### config.mk
export PLATFORM = sky130hd
export DESIGN_NAME = indexedExecTop
export DESIGN_NICKNAME = d
export VERILOG_FILES = /design/src/hdl/idxPkg.sv /design/src/hdl/aluGroupDecoder.sv /design/src/hdl/incDecGroupDecoder.sv /design/src/hdl/indexedGroupDecoder.sv /design/src/hdl/phaseSequencer.sv /design/src/hdl/indexedAlu.sv /design/src/hdl/indexedExecTop.sv
export SDC_FILE = /design/constraint.sdc
export NUM_CORES = 1
export LEC_CHECK = 0
export ABC_AREA = 1
export BUFFER_PORTS_ARGS = -buffer_cell sky130_fd_sc_hd__buf_2
export CORE_MARGIN = 3
export CORE_UTILIZATION = 45
export DETAILED_ROUTE_END_ITERATION = 7
export GPL_ROUTABILITY_DRIVEN = 0
export GPL_TIMING_DRIVEN = 0
export PLACE_DENSITY = 0.72
export SLEW_MARGIN = 20
export SYNTH_ARGS = -nofsm -noshare
export SYNTH_HDL_FRONTEND = slang
export SYNTH_HIERARCHICAL = 1
export SYNTH_SLANG_ARGS = --single-unit
export TNS_END_PERCENT = 20
### constraint.sdc
create_clock -name clk -period 13.7 [get_ports clk]
set_clock_uncertainty 0.05 [all_clocks]
set_input_delay 1.37 -clock clk [delete_from_list [all_inputs] [get_ports clk]]
set_output_delay 1.37 -clock clk [all_outputs]
set_load 0.02 [all_outputs]
### src/hdl/idxPkg.sv
// Shared widths, instruction-table fields, flag positions, ALU op codes and decoder controls.
package idxPkg;

    localparam int DATA_W = 8;
    localparam int ADDR_W = 16;
    localparam int ITABLE_W = 8;
    localparam int XPT_W = 4;

    // Instruction-table fields.
    localparam int ITB_GROUP = 5;
    localparam int ITB_IY = 4;
    localparam int ITB_OP_MSB = 2;
    localparam int ITB_OP_LSB = 0;
    localparam logic [ITABLE_W-1:0] ITB_LEGAL_MASK = 8'b1100_1000;
    localparam logic [2:0] ITB_OP_ILLEGAL = 3'd7;

    // Bit positions in the flag register.
    localparam int FLAG_S = 7;
    localparam int FLAG_Z = 6;
    localparam int FLAG_H = 4;
    localparam int FLAG_PV = 2;
    localparam int FLAG_N = 1;
    localparam int FLAG_C = 0;

    // Bit positions in the S Z H PV N C flag write mask.
    localparam int FW_S = 5;
    localparam int FW_Z = 4;
    localparam int FW_H = 3;
    localparam int FW_PV = 2;
    localparam int FW_N = 1;
    localparam int FW_C = 0;
    localparam logic [5:0] FW_ALL = 6'b111111;
    localparam logic [5:0] FW_NO_C = 6'b111110;

    typedef enum logic [3:0] {
        ALU_ADD = 4'd0,
        ALU_ADC = 4'd1,
        ALU_SUB = 4'd2,
        ALU_SBC = 4'd3,
        ALU_AND = 4'd4,
        ALU_XOR = 4'd5,
        ALU_OR  = 4'd6,
        ALU_INC = 4'd8,
        ALU_DEC = 4'd9
    } aluOpT;

    typedef struct packed {
        logic selIy;
        logic memRd;
        logic memWr;
        logic latchDt;
        logic writeA;
        logic [5:0] flagWrite;
        aluOpT aluOp;
        logic pvIsParity;
        logic resetXpt;
        logic setCm1;
    } ctrlT;

endpackage

### src/hdl/aluGroupDecoder.sv
// Leaf decoder for ALU A,(IX+d)/(IY+d); finishes in one phase.
`timescale 1ns/100ps

module aluGroupDecoder (
    input  logic enable,
    input  logic [idxPkg::XPT_W-1:0] xpt,
    input  logic [idxPkg::ITABLE_W-1:0] itable,
    output idxPkg::ctrlT ctrl
);

    logic [2:0] op;

    assign op = itable[idxPkg::ITB_OP_MSB:idxPkg::ITB_OP_LSB];

    always_comb begin
        ctrl = '0;
        if (enable) begin
            case (xpt)
                0: begin
                    // Read operand, compute and store in one step.
                    ctrl.memRd = 1'b1;
                    ctrl.writeA = 1'b1;
                    ctrl.flagWrite = idxPkg::FW_ALL;
                    ctrl.aluOp = idxPkg::aluOpT'({1'b0, op});
                    ctrl.pvIsParity = (op == 3'(idxPkg::ALU_AND))
                        || (op == 3'(idxPkg::ALU_XOR))
                        || (op == 3'(idxPkg::ALU_OR));
                    ctrl.setCm1 = 1'b1;
                    ctrl.resetXpt = 1'b1;
                end
                default: begin
                    ctrl = '0;
                end
            endcase
        end
    end

endmodule

### src/hdl/incDecGroupDecoder.sv
// Leaf decoder for INC/DEC (IX+d)/(IY+d); read, modify, write over three phases.
`timescale 1ns/100ps

module incDecGroupDecoder (
    input  logic enable,
    input  logic [idxPkg::XPT_W-1:0] xpt,
    input  logic [idxPkg::ITABLE_W-1:0] itable,
    output idxPkg::ctrlT ctrl
);

    logic isDec;

    // Bit 0 of the op field picks the direction.
    assign isDec = itable[idxPkg::ITB_OP_LSB];

    always_comb begin
        ctrl = '0;
        if (enable) begin
            case (xpt)
                0: begin
                    ctrl.memRd = 1'b1;
                    ctrl.latchDt = 1'b1;
                end
                1: begin
                    // Carry is left untouched.
                    ctrl.aluOp = isDec ? idxPkg::ALU_DEC : idxPkg::ALU_INC;
                    ctrl.flagWrite = idxPkg::FW_NO_C;
                end
                2: begin
                    ctrl.memWr = 1'b1;
                    ctrl.setCm1 = 1'b1;
                    ctrl.resetXpt = 1'b1;
                end
                default: begin
                    ctrl = '0;
                end
            endcase
        end
    end

endmodule

### src/hdl/indexedGroupDecoder.sv
// Branch decoder for the 11xx1 indexed group; enables one leaf and merges the controls.
`timescale 1ns/100ps

module indexedGroupDecoder (
    input  logic enable,
    input  logic [idxPkg::XPT_W-1:0] xpt,
    input  logic [idxPkg::ITABLE_W-1:0] itable,
    output idxPkg::ctrlT ctrl,
    output logic legal
);

    logic baseEn;
    logic aluEn;
    logic incDecEn;
    idxPkg::ctrlT aluCtrl;
    idxPkg::ctrlT incDecCtrl;

    assign legal = ((itable & idxPkg::ITB_LEGAL_MASK) == idxPkg::ITB_LEGAL_MASK)
        && (itable[idxPkg::ITB_OP_MSB:idxPkg::ITB_OP_LSB] != idxPkg::ITB_OP_ILLEGAL);

    assign baseEn = enable && legal;
    assign aluEn = baseEn && !itable[idxPkg::ITB_GROUP];
    assign incDecEn = baseEn && itable[idxPkg::ITB_GROUP];

    aluGroupDecoder aluDec0 (
        .enable(aluEn),
        .xpt(xpt),
        .itable(itable),
        .ctrl(aluCtrl)
    );

    incDecGroupDecoder incDecDec0 (
        .enable(incDecEn),
        .xpt(xpt),
        .itable(itable),
        .ctrl(incDecCtrl)
    );

    // Disabled leaf drives zero, so OR merges cleanly.
    always_comb begin
        ctrl = idxPkg::ctrlT'(aluCtrl | incDecCtrl);
        ctrl.selIy = baseEn && itable[idxPkg::ITB_IY];
    end

    leafCtrlExclusive: assert #0 (!((aluCtrl != '0) && (incDecCtrl != '0)))
        else $error("both leaf decoders driving controls");

endmodule

### src/hdl/phaseSequencer.sv
// Phase sequencer that accepts an instruction, steps xpt and holds operands until it ends.
`timescale 1ns/100ps

module phaseSequencer (
    input  logic clk,
    input  logic rstN,
    input  logic start,
    input  logic [idxPkg::ITABLE_W-1:0] itable,
    input  logic [idxPkg::DATA_W-1:0] disp,
    input  idxPkg::ctrlT ctrl,
    input  logic [idxPkg::DATA_W-1:0] memRdData,
    input  logic legal,
    output logic [idxPkg::XPT_W-1:0] xpt,
    output logic [idxPkg::ITABLE_W-1:0] itableQ,
    output logic [idxPkg::DATA_W-1:0] dispQ,
    output logic [idxPkg::DATA_W-1:0] dtQ,
    output logic busy,
    output logic done,
    output logic illegal
);

    logic accept;

    // Start is ignored while an instruction runs.
    assign accept = start && !busy;

    always_ff @(posedge clk) begin
        if (!rstN) begin
            busy <= 1'b0;
            xpt <= '0;
            done <= 1'b0;
            illegal <= 1'b0;
        end else begin
            done <= ctrl.setCm1;
            illegal <= busy && !legal;
            if (accept) begin
                busy <= 1'b1;
                xpt <= '0;
            end else if (busy) begin
                if (ctrl.resetXpt || !legal) begin
                    busy <= 1'b0;
                    xpt <= '0;
                end else begin
                    xpt <= xpt + 1'b1;
                end
            end
        end
    end

    always_ff @(posedge clk) begin
        if (accept) begin
            itableQ <= itable;
            dispQ <= disp;
        end
        // Memory operand for read-modify-write.
        if (ctrl.latchDt) begin
            dtQ <= memRdData;
        end
    end

    // An instruction ends either normally or as illegal, never both.
    doneIllegalExclusive: assert property (
        @(posedge clk) disable iff (!rstN) !(done && illegal)
    ) else $error("done and illegal high together");

endmodule

### src/hdl/indexedAlu.sv
// 8-bit ALU with accumulator and flags, plus the (index + d) address adder.
`timescale 1ns/100ps

module indexedAlu (
    input  logic clk,
    input  logic rstN,
    input  idxPkg::ctrlT ctrl,
    input  logic [idxPkg::ADDR_W-1:0] ix,
    input  logic [idxPkg::ADDR_W-1:0] iy,
    input  logic [idxPkg::DATA_W-1:0] dispQ,
    input  logic [idxPkg::DATA_W-1:0] dtQ,
    input  logic [idxPkg::DATA_W-1:0] memRdData,
    output logic [idxPkg::ADDR_W-1:0] memAddr,
    output logic [idxPkg::DATA_W-1:0] memWrData,
    output logic [idxPkg::DATA_W-1:0] a,
    output logic [idxPkg::DATA_W-1:0] flags
);

    logic [idxPkg::ADDR_W-1:0] indexSel;
    logic [idxPkg::ADDR_W-1:0] effAddr;
    logic isIncDec;
    logic isLogic;
    logic isSub;
    logic carryIn;
    logic [idxPkg::DATA_W-1:0] opA;
    logic [idxPkg::DATA_W-1:0] opB;
    logic [idxPkg::DATA_W-1:0] opBEff;
    logic [idxPkg::DATA_W:0] arith;
    logic [4:0] halfArith;
    logic [idxPkg::DATA_W-1:0] result;
    logic [idxPkg::DATA_W-1:0] newFlags;
    logic [idxPkg::DATA_W-1:0] writeMask;

    assign indexSel = ctrl.selIy ? iy : ix;
    assign effAddr = indexSel
        + {{(idxPkg::ADDR_W - idxPkg::DATA_W){dispQ[idxPkg::DATA_W-1]}}, dispQ};
    assign memAddr = (ctrl.memRd || ctrl.memWr) ? effAddr : '0;

    always_comb begin
        isIncDec = (ctrl.aluOp == idxPkg::ALU_INC) || (ctrl.aluOp == idxPkg::ALU_DEC);
        isLogic = (ctrl.aluOp == idxPkg::ALU_AND) || (ctrl.aluOp == idxPkg::ALU_XOR)
            || (ctrl.aluOp == idxPkg::ALU_OR);
        isSub = (ctrl.aluOp == idxPkg::ALU_SUB) || (ctrl.aluOp == idxPkg::ALU_SBC)
            || (ctrl.aluOp == idxPkg::ALU_DEC);
        carryIn = ((ctrl.aluOp == idxPkg::ALU_ADC) || (ctrl.aluOp == idxPkg::ALU_SBC))
            && flags[idxPkg::FLAG_C];

        // INC/DEC work on the latched operand against one.
        opA = isIncDec ? dtQ : a;
        opB = isIncDec ? {{(idxPkg::DATA_W-1){1'b0}}, 1'b1} : memRdData;
        opBEff = isSub ? ~opB : opB;

        if (isSub) begin
            arith = {1'b0, opA} - {1'b0, opB} - carryIn;
            halfArith = {1'b0, opA[3:0]} - {1'b0, opB[3:0]} - carryIn;
        end else begin
            arith = {1'b0, opA} + {1'b0, opB} + carryIn;
            halfArith = {1'b0, opA[3:0]} + {1'b0, opB[3:0]} + carryIn;
        end

        case (ctrl.aluOp)
            idxPkg::ALU_AND: result = opA & opB;
            idxPkg::ALU_XOR: result = opA ^ opB;
            idxPkg::ALU_OR:  result = opA | opB;
            default:         result = arith[idxPkg::DATA_W-1:0];
        endcase

        newFlags = '0;
        newFlags[idxPkg::FLAG_S] = result[idxPkg::DATA_W-1];
        newFlags[idxPkg::FLAG_Z] = (result == '0);
        newFlags[idxPkg::FLAG_H] = isLogic ? (ctrl.aluOp == idxPkg::ALU_AND) : halfArith[4];
        // Parity is even parity, overflow is signed.
        newFlags[idxPkg::FLAG_PV] = ctrl.pvIsParity ? ~^result
            : (opA[idxPkg::DATA_W-1] == opBEff[idxPkg::DATA_W-1])
              && (result[idxPkg::DATA_W-1] != opA[idxPkg::DATA_W-1]);
        newFlags[idxPkg::FLAG_N] = isSub;
        newFlags[idxPkg::FLAG_C] = !isLogic && arith[idxPkg::DATA_W];

        writeMask = '0;
        writeMask[idxPkg::FLAG_S] = ctrl.flagWrite[idxPkg::FW_S];
        writeMask[idxPkg::FLAG_Z] = ctrl.flagWrite[idxPkg::FW_Z];
        writeMask[idxPkg::FLAG_H] = ctrl.flagWrite[idxPkg::FW_H];
        writeMask[idxPkg::FLAG_PV] = ctrl.flagWrite[idxPkg::FW_PV];
        writeMask[idxPkg::FLAG_N] = ctrl.flagWrite[idxPkg::FW_N];
        writeMask[idxPkg::FLAG_C] = ctrl.flagWrite[idxPkg::FW_C];
    end

    always_ff @(posedge clk) begin
        if (!rstN) begin
            a <= '0;
            flags <= '0;
        end else begin
            if (ctrl.writeA) begin
                a <= result;
            end
            flags <= (flags & ~writeMask) | (newFlags & writeMask);
        end
    end

    // Result held for the write-back phase.
    always_ff @(posedge clk) begin
        if (isIncDec) begin
            memWrData <= result;
        end
    end

    memStrobeExclusive: assert property (
        @(posedge clk) disable iff (!rstN) !(ctrl.memRd && ctrl.memWr)
    ) else $error("memRd and memWr high together");

endmodule

### src/hdl/indexedExecTop.sv
// Top level of the indexed-memory executor; connect to a zero-latency memory and the index registers.
`timescale 1ns/100ps

module indexedExecTop (
    input  logic clk,
    input  logic rstN,
    input  logic start,
    input  logic [idxPkg::ITABLE_W-1:0] itable,
    input  logic [idxPkg::DATA_W-1:0] disp,
    input  logic [idxPkg::ADDR_W-1:0] ix,
    input  logic [idxPkg::ADDR_W-1:0] iy,
    input  logic [idxPkg::DATA_W-1:0] memRdData,
    output logic [idxPkg::ADDR_W-1:0] memAddr,
    output logic [idxPkg::DATA_W-1:0] memWrData,
    output logic memRd,
    output logic memWr,
    output logic busy,
    output logic done,
    output logic illegal,
    output logic [idxPkg::DATA_W-1:0] a,
    output logic [idxPkg::DATA_W-1:0] flags
);

    idxPkg::ctrlT ctrl;
    logic legal;
    logic [idxPkg::XPT_W-1:0] xpt;
    logic [idxPkg::ITABLE_W-1:0] itableQ;
    logic [idxPkg::DATA_W-1:0] dispQ;
    logic [idxPkg::DATA_W-1:0] dtQ;

    assign memRd = ctrl.memRd;
    assign memWr = ctrl.memWr;

    phaseSequencer seq0 (
        .clk(clk),
        .rstN(rstN),
        .start(start),
        .itable(itable),
        .disp(disp),
        .ctrl(ctrl),
        .memRdData(memRdData),
        .legal(legal),
        .xpt(xpt),
        .itableQ(itableQ),
        .dispQ(dispQ),
        .dtQ(dtQ),
        .busy(busy),
        .done(done),
        .illegal(illegal)
    );

    // Decoder runs only while an instruction is in flight.
    indexedGroupDecoder dec0 (
        .enable(busy),
        .xpt(xpt),
        .itable(itableQ),
        .ctrl(ctrl),
        .legal(legal)
    );

    indexedAlu alu0 (
        .clk(clk),
        .rstN(rstN),
        .ctrl(ctrl),
        .ix(ix),
        .iy(iy),
        .dispQ(dispQ),
        .dtQ(dtQ),
        .memRdData(memRdData),
        .memAddr(memAddr),
        .memWrData(memWrData),
        .a(a),
        .flags(flags)
    );

endmodule

Word-level counts from Yosys, hierarchy flattened
Index checks and enable logic that the tools add are counted.
- input port bits: 59
- word-level logic and storage cells: 97
- bits in registers: 55
- output and inout bits: 45
- bitwise logic cells: 10
- equal/unequal tests: 17
- muxes and demuxes: 22
- reduce and logical (&&, ||, !) cells: 28
- $add $sub $neg: 10
- operators by type and width (operator ; number):
    17-bit 2-to-1 mux ; 2
    16-bit 2-to-1 mux ; 2
    8-bit bitwise AND ; 3
    8-bit 2-to-1 mux ; 3
    8-bit case mux with 3 select lines ; 1
    17-bit bitwise OR ; 1
    16-bit adder ; 1
    8-bit inverter ; 2
    8-bit bitwise OR ; 2
    14-bit 2-to-1 mux ; 1
    3-bit == test (second input constant) ; 4
    4-bit by 2-bit == test with 1-bit output (second input constant) ; 3
    4-bit by 3-bit == test with 1-bit output (second input constant) ; 3
    1-bit logical AND ; 10
    1-bit logical OR ; 10
    10-bit 2-to-1 mux ; 1
    8-bit by 8-bit adder with 9-bit output ; 1
    9-bit by 1-bit adder with 9-bit output ; 1
    9-bit 2-to-1 mux ; 1
    8-bit by 8-bit subtractor with 9-bit output ; 1
    9-bit by 1-bit subtractor with 9-bit output ; 1
    4-bit by 1-bit == test with 1-bit output (second input constant) ; 2
    4-bit == test (second input constant) ; 2
    8-bit zero test ; 1
    18 further kinds ; 28

Longest topological paths before layout
- word-level depth: 18
- depth in mapped cells: 34
- depth with buffers taken out: 33

Cells and area by module
The synthesis kept the hierarchy.
- by module, submodules not included (module ; area an instance (µm²) ; cells each ; instances ; seq. area each (µm²)):
    indexedAlu ; 3221.8 ; 477 ; 1 ; 520.5
    phaseSequencer ; 1047.3 ; 67 ; 1 ; 860.8
    aluGroupDecoder ; 178.9 ; 33 ; 1 ; 0.0
    incDecGroupDecoder ; 163.9 ; 28 ; 1 ; 0.0
    indexedGroupDecoder ; 161.4 ; 28 ; 1 ; 0.0

Worst setup path before layout
No wires, ideal clock.
- path kind: in2out
- start: in iy[0] (netlist bit)
- end: out memAddr[10] (netlist bit)
- setup slack: 8.901 ns
- stages: 14
- arrival: 3.379 ns
- buffers on the path: 0
- required time: 12.280 ns
- cell sequence: mux2_2 > ha_1 > fa_1 > nand2_1 > inv_1 > o21ai_0 > nand2_1 > nand2_1 > nand2_1 > a21oi_1 > o21ai_0 > nand3_1 > nand2_1 > a21oi_1
- cells in the longest elaborated chain, start to end: 3
- RTL lines (element ; line ; RTL):
    start, declared ; indexedExecTop.sv:11 ; input logic [idxPkg::ADDR_W-1:0] iy,
    16-bit 2-to-1 mux ; indexedAlu.sv:34 ; assign indexSel = ctrl.selIy ? iy : ix;
    16-bit adder ; indexedAlu.sv:36 ; + {{(idxPkg::ADDR_W - idxPkg::DATA_W){dispQ[idxPkg::DATA_W-1]}}, dispQ};
    16-bit 2-to-1 mux ; indexedAlu.sv:37 ; assign memAddr = (ctrl.memRd || ctrl.memWr) ? effAddr : '0;
    end, declared ; indexedExecTop.sv:13 ; output logic [idxPkg::ADDR_W-1:0] memAddr,
No other way between the ends.

==> metrics <==
result of the run completed; Worst EP required around 14 ns; clock tree buffer depth 2; horizontal extent of the die around 110 um; area added between synthesis and finish 16.67%; post-synthesis average cell area about 7.5 um^2; kind of critical path register to register; antenna cells 0; Wirelength per Cell between 10 and 15 um; number of endpoints failing setup at the final stage 0; worst-case hold slack around 0.48 ns; most frequent cells in the layout sky130_fd_sc_hd__nand2_1, sky130_fd_sc_hd__buf_2, sky130_fd_sc_hd__inv_1; Worst path slowest cell sky130_fd_sc_hd__fa_1; Power Total around 0.48 mW; Worst path max stage delay approximately 0.47 ns; global route total overflow 0; first-pass GRT wire length between 15000 and 20000 um; root cell of the clock tree sky130_fd_sc_hd__clkbuf_8; crit path buf inv count 5; Slew HR 53.12%; Ys Warns 6; standard cell core area 10040 um^2; total of buffers placed on input and output ports a little over 100; post-layout instance area roughly 5600 um^2; Hold Fails Final Rpt 0; Post-DRT Antenna Nets 0; path category of the worst min-delay check register to register; element type at the critical path start register; remaining design rule violation count 0; DRC violation total after the first TritonRoute iteration around 280; hold buffers post-CTS 0; vias per inst ~5; cell repeated most along the worst path sky130_fd_sc_hd__nand2_1; post-layout worst setup margin between 8 and 9 ns; Top delay family on crit path simple AND/OR/NAND/NOR gates; number of sinks on the clock net 53; biggest fanout along the worst timing path 10; Final Slew Violations 0; pre-CTS setup slack 8.299 ns; worst voltage drop across the vdd grid 43.00 uV; # resized after CTS 0; clock tree from TritonCTS done; num rows 36; number of levels in the clock H-tree 2; number of global-route vias before repair about 4.1k; effective utilization at floorplan 47.37%; arrival time of data at the critical path endpoint between 5 and 6 ns; measured slew at the worst slew-check pin 0.6959 ns; most common cell after layout, fill and taps aside sky130_fd_sc_hd__nand2_1; leak pwr about 3.0 nW; area enclosed by the die boundary around 12000 um^2; number of antenna violations at the first check in global routing 0; Setup Fix Bufs, Post-CTS 0; number of iterations in the first detailed-routing pass 5; number of placed instances, taps included between 800 and 900; I/O pin count around 100; global routing usage summed across all routing layers roughly a fifth; RSZ-0062 raised after global routing no; share of layout cells above drive strength 1 roughly 28%; Achievable Freq 184.2 MHz; minimum period implied by the final worst setup slack 5.429 ns; y dimension of the die ~110 um; final clock period utilization by the worst path about two fifths; clock buffers created by TritonCTS 5; Worst-Skew Late Latency around 0.32 ns; max-capacitance violation count 0; HPWL reported at the end of detailed placement 9427 um; R2R setup slack slightly above 8 ns; maximum number of pins on one net before global-route repair 19; netlist area before placement approximately 4800 um^2; clk slew on worst S/H paths 0.12 ns; Net count, final about 860; via count of the routed design approximately 4.4k; Setup crit end kind register; summed negative setup slack over all endpoints 0 ns; count of placed standard cells in the final layout, fillers left out 880; placed cell areas ~5500 um^2; final routed wirelength across all metal layers roughly 12000 um; fin util 55.27%; power density over the cells 86.05 nW/um^2; instance count of the mapped netlist 631
## layer usage
layer	up-vias	global-route usage [%]	share of wire, %
met5	-	0	0
met4	0	7.484	2.4
met3	24	2.250	6.2
met2	160	36.80	49
met1	1993	23.69	42
li1	2242	-	-
## where the power goes
part / leakage (nW) / total [mW] / internal (mW) / switching [mW]
clock network: 0.0423 / 0.0981 / 0.0374 / 0.0607
registers: 0.478 / 0.185 / 0.180 / 0.00512
logic: 2.45 / 0.195 / 0.0744 / 0.120
## tightest hold or removal path, cell delays in order, from the launching register on
cell and delay, ns:
sky130_fd_sc_hd__dfxtp_1 0.35, sky130_fd_sc_hd__o211ai_1 0.10, sky130_fd_sc_hd__inv_1 0.05
## final timing paths
path / start / endpoint / cells past startpoint
max: seq0/itableQ[0]$_DFFE_PP_ / register / 29
min: register / register / 2
max reg2reg: seq0/itableQ[0]$_DFFE_PP_ / register / 29
min reg2reg: register / register / 2
## final cells by class
class	instances	area [um^2]
inverters	112	420.4
multi-input cells	438	2743
flip-flops and latches	53	1381
fillers	941	4493
clock buffers	5	68.82
plain buffers	35	240.2
repair buffers	101	505.5
well taps	133	166.4
clock inverters	3	26.28
No activity file was read; power rests on OpenSTA's default activity.
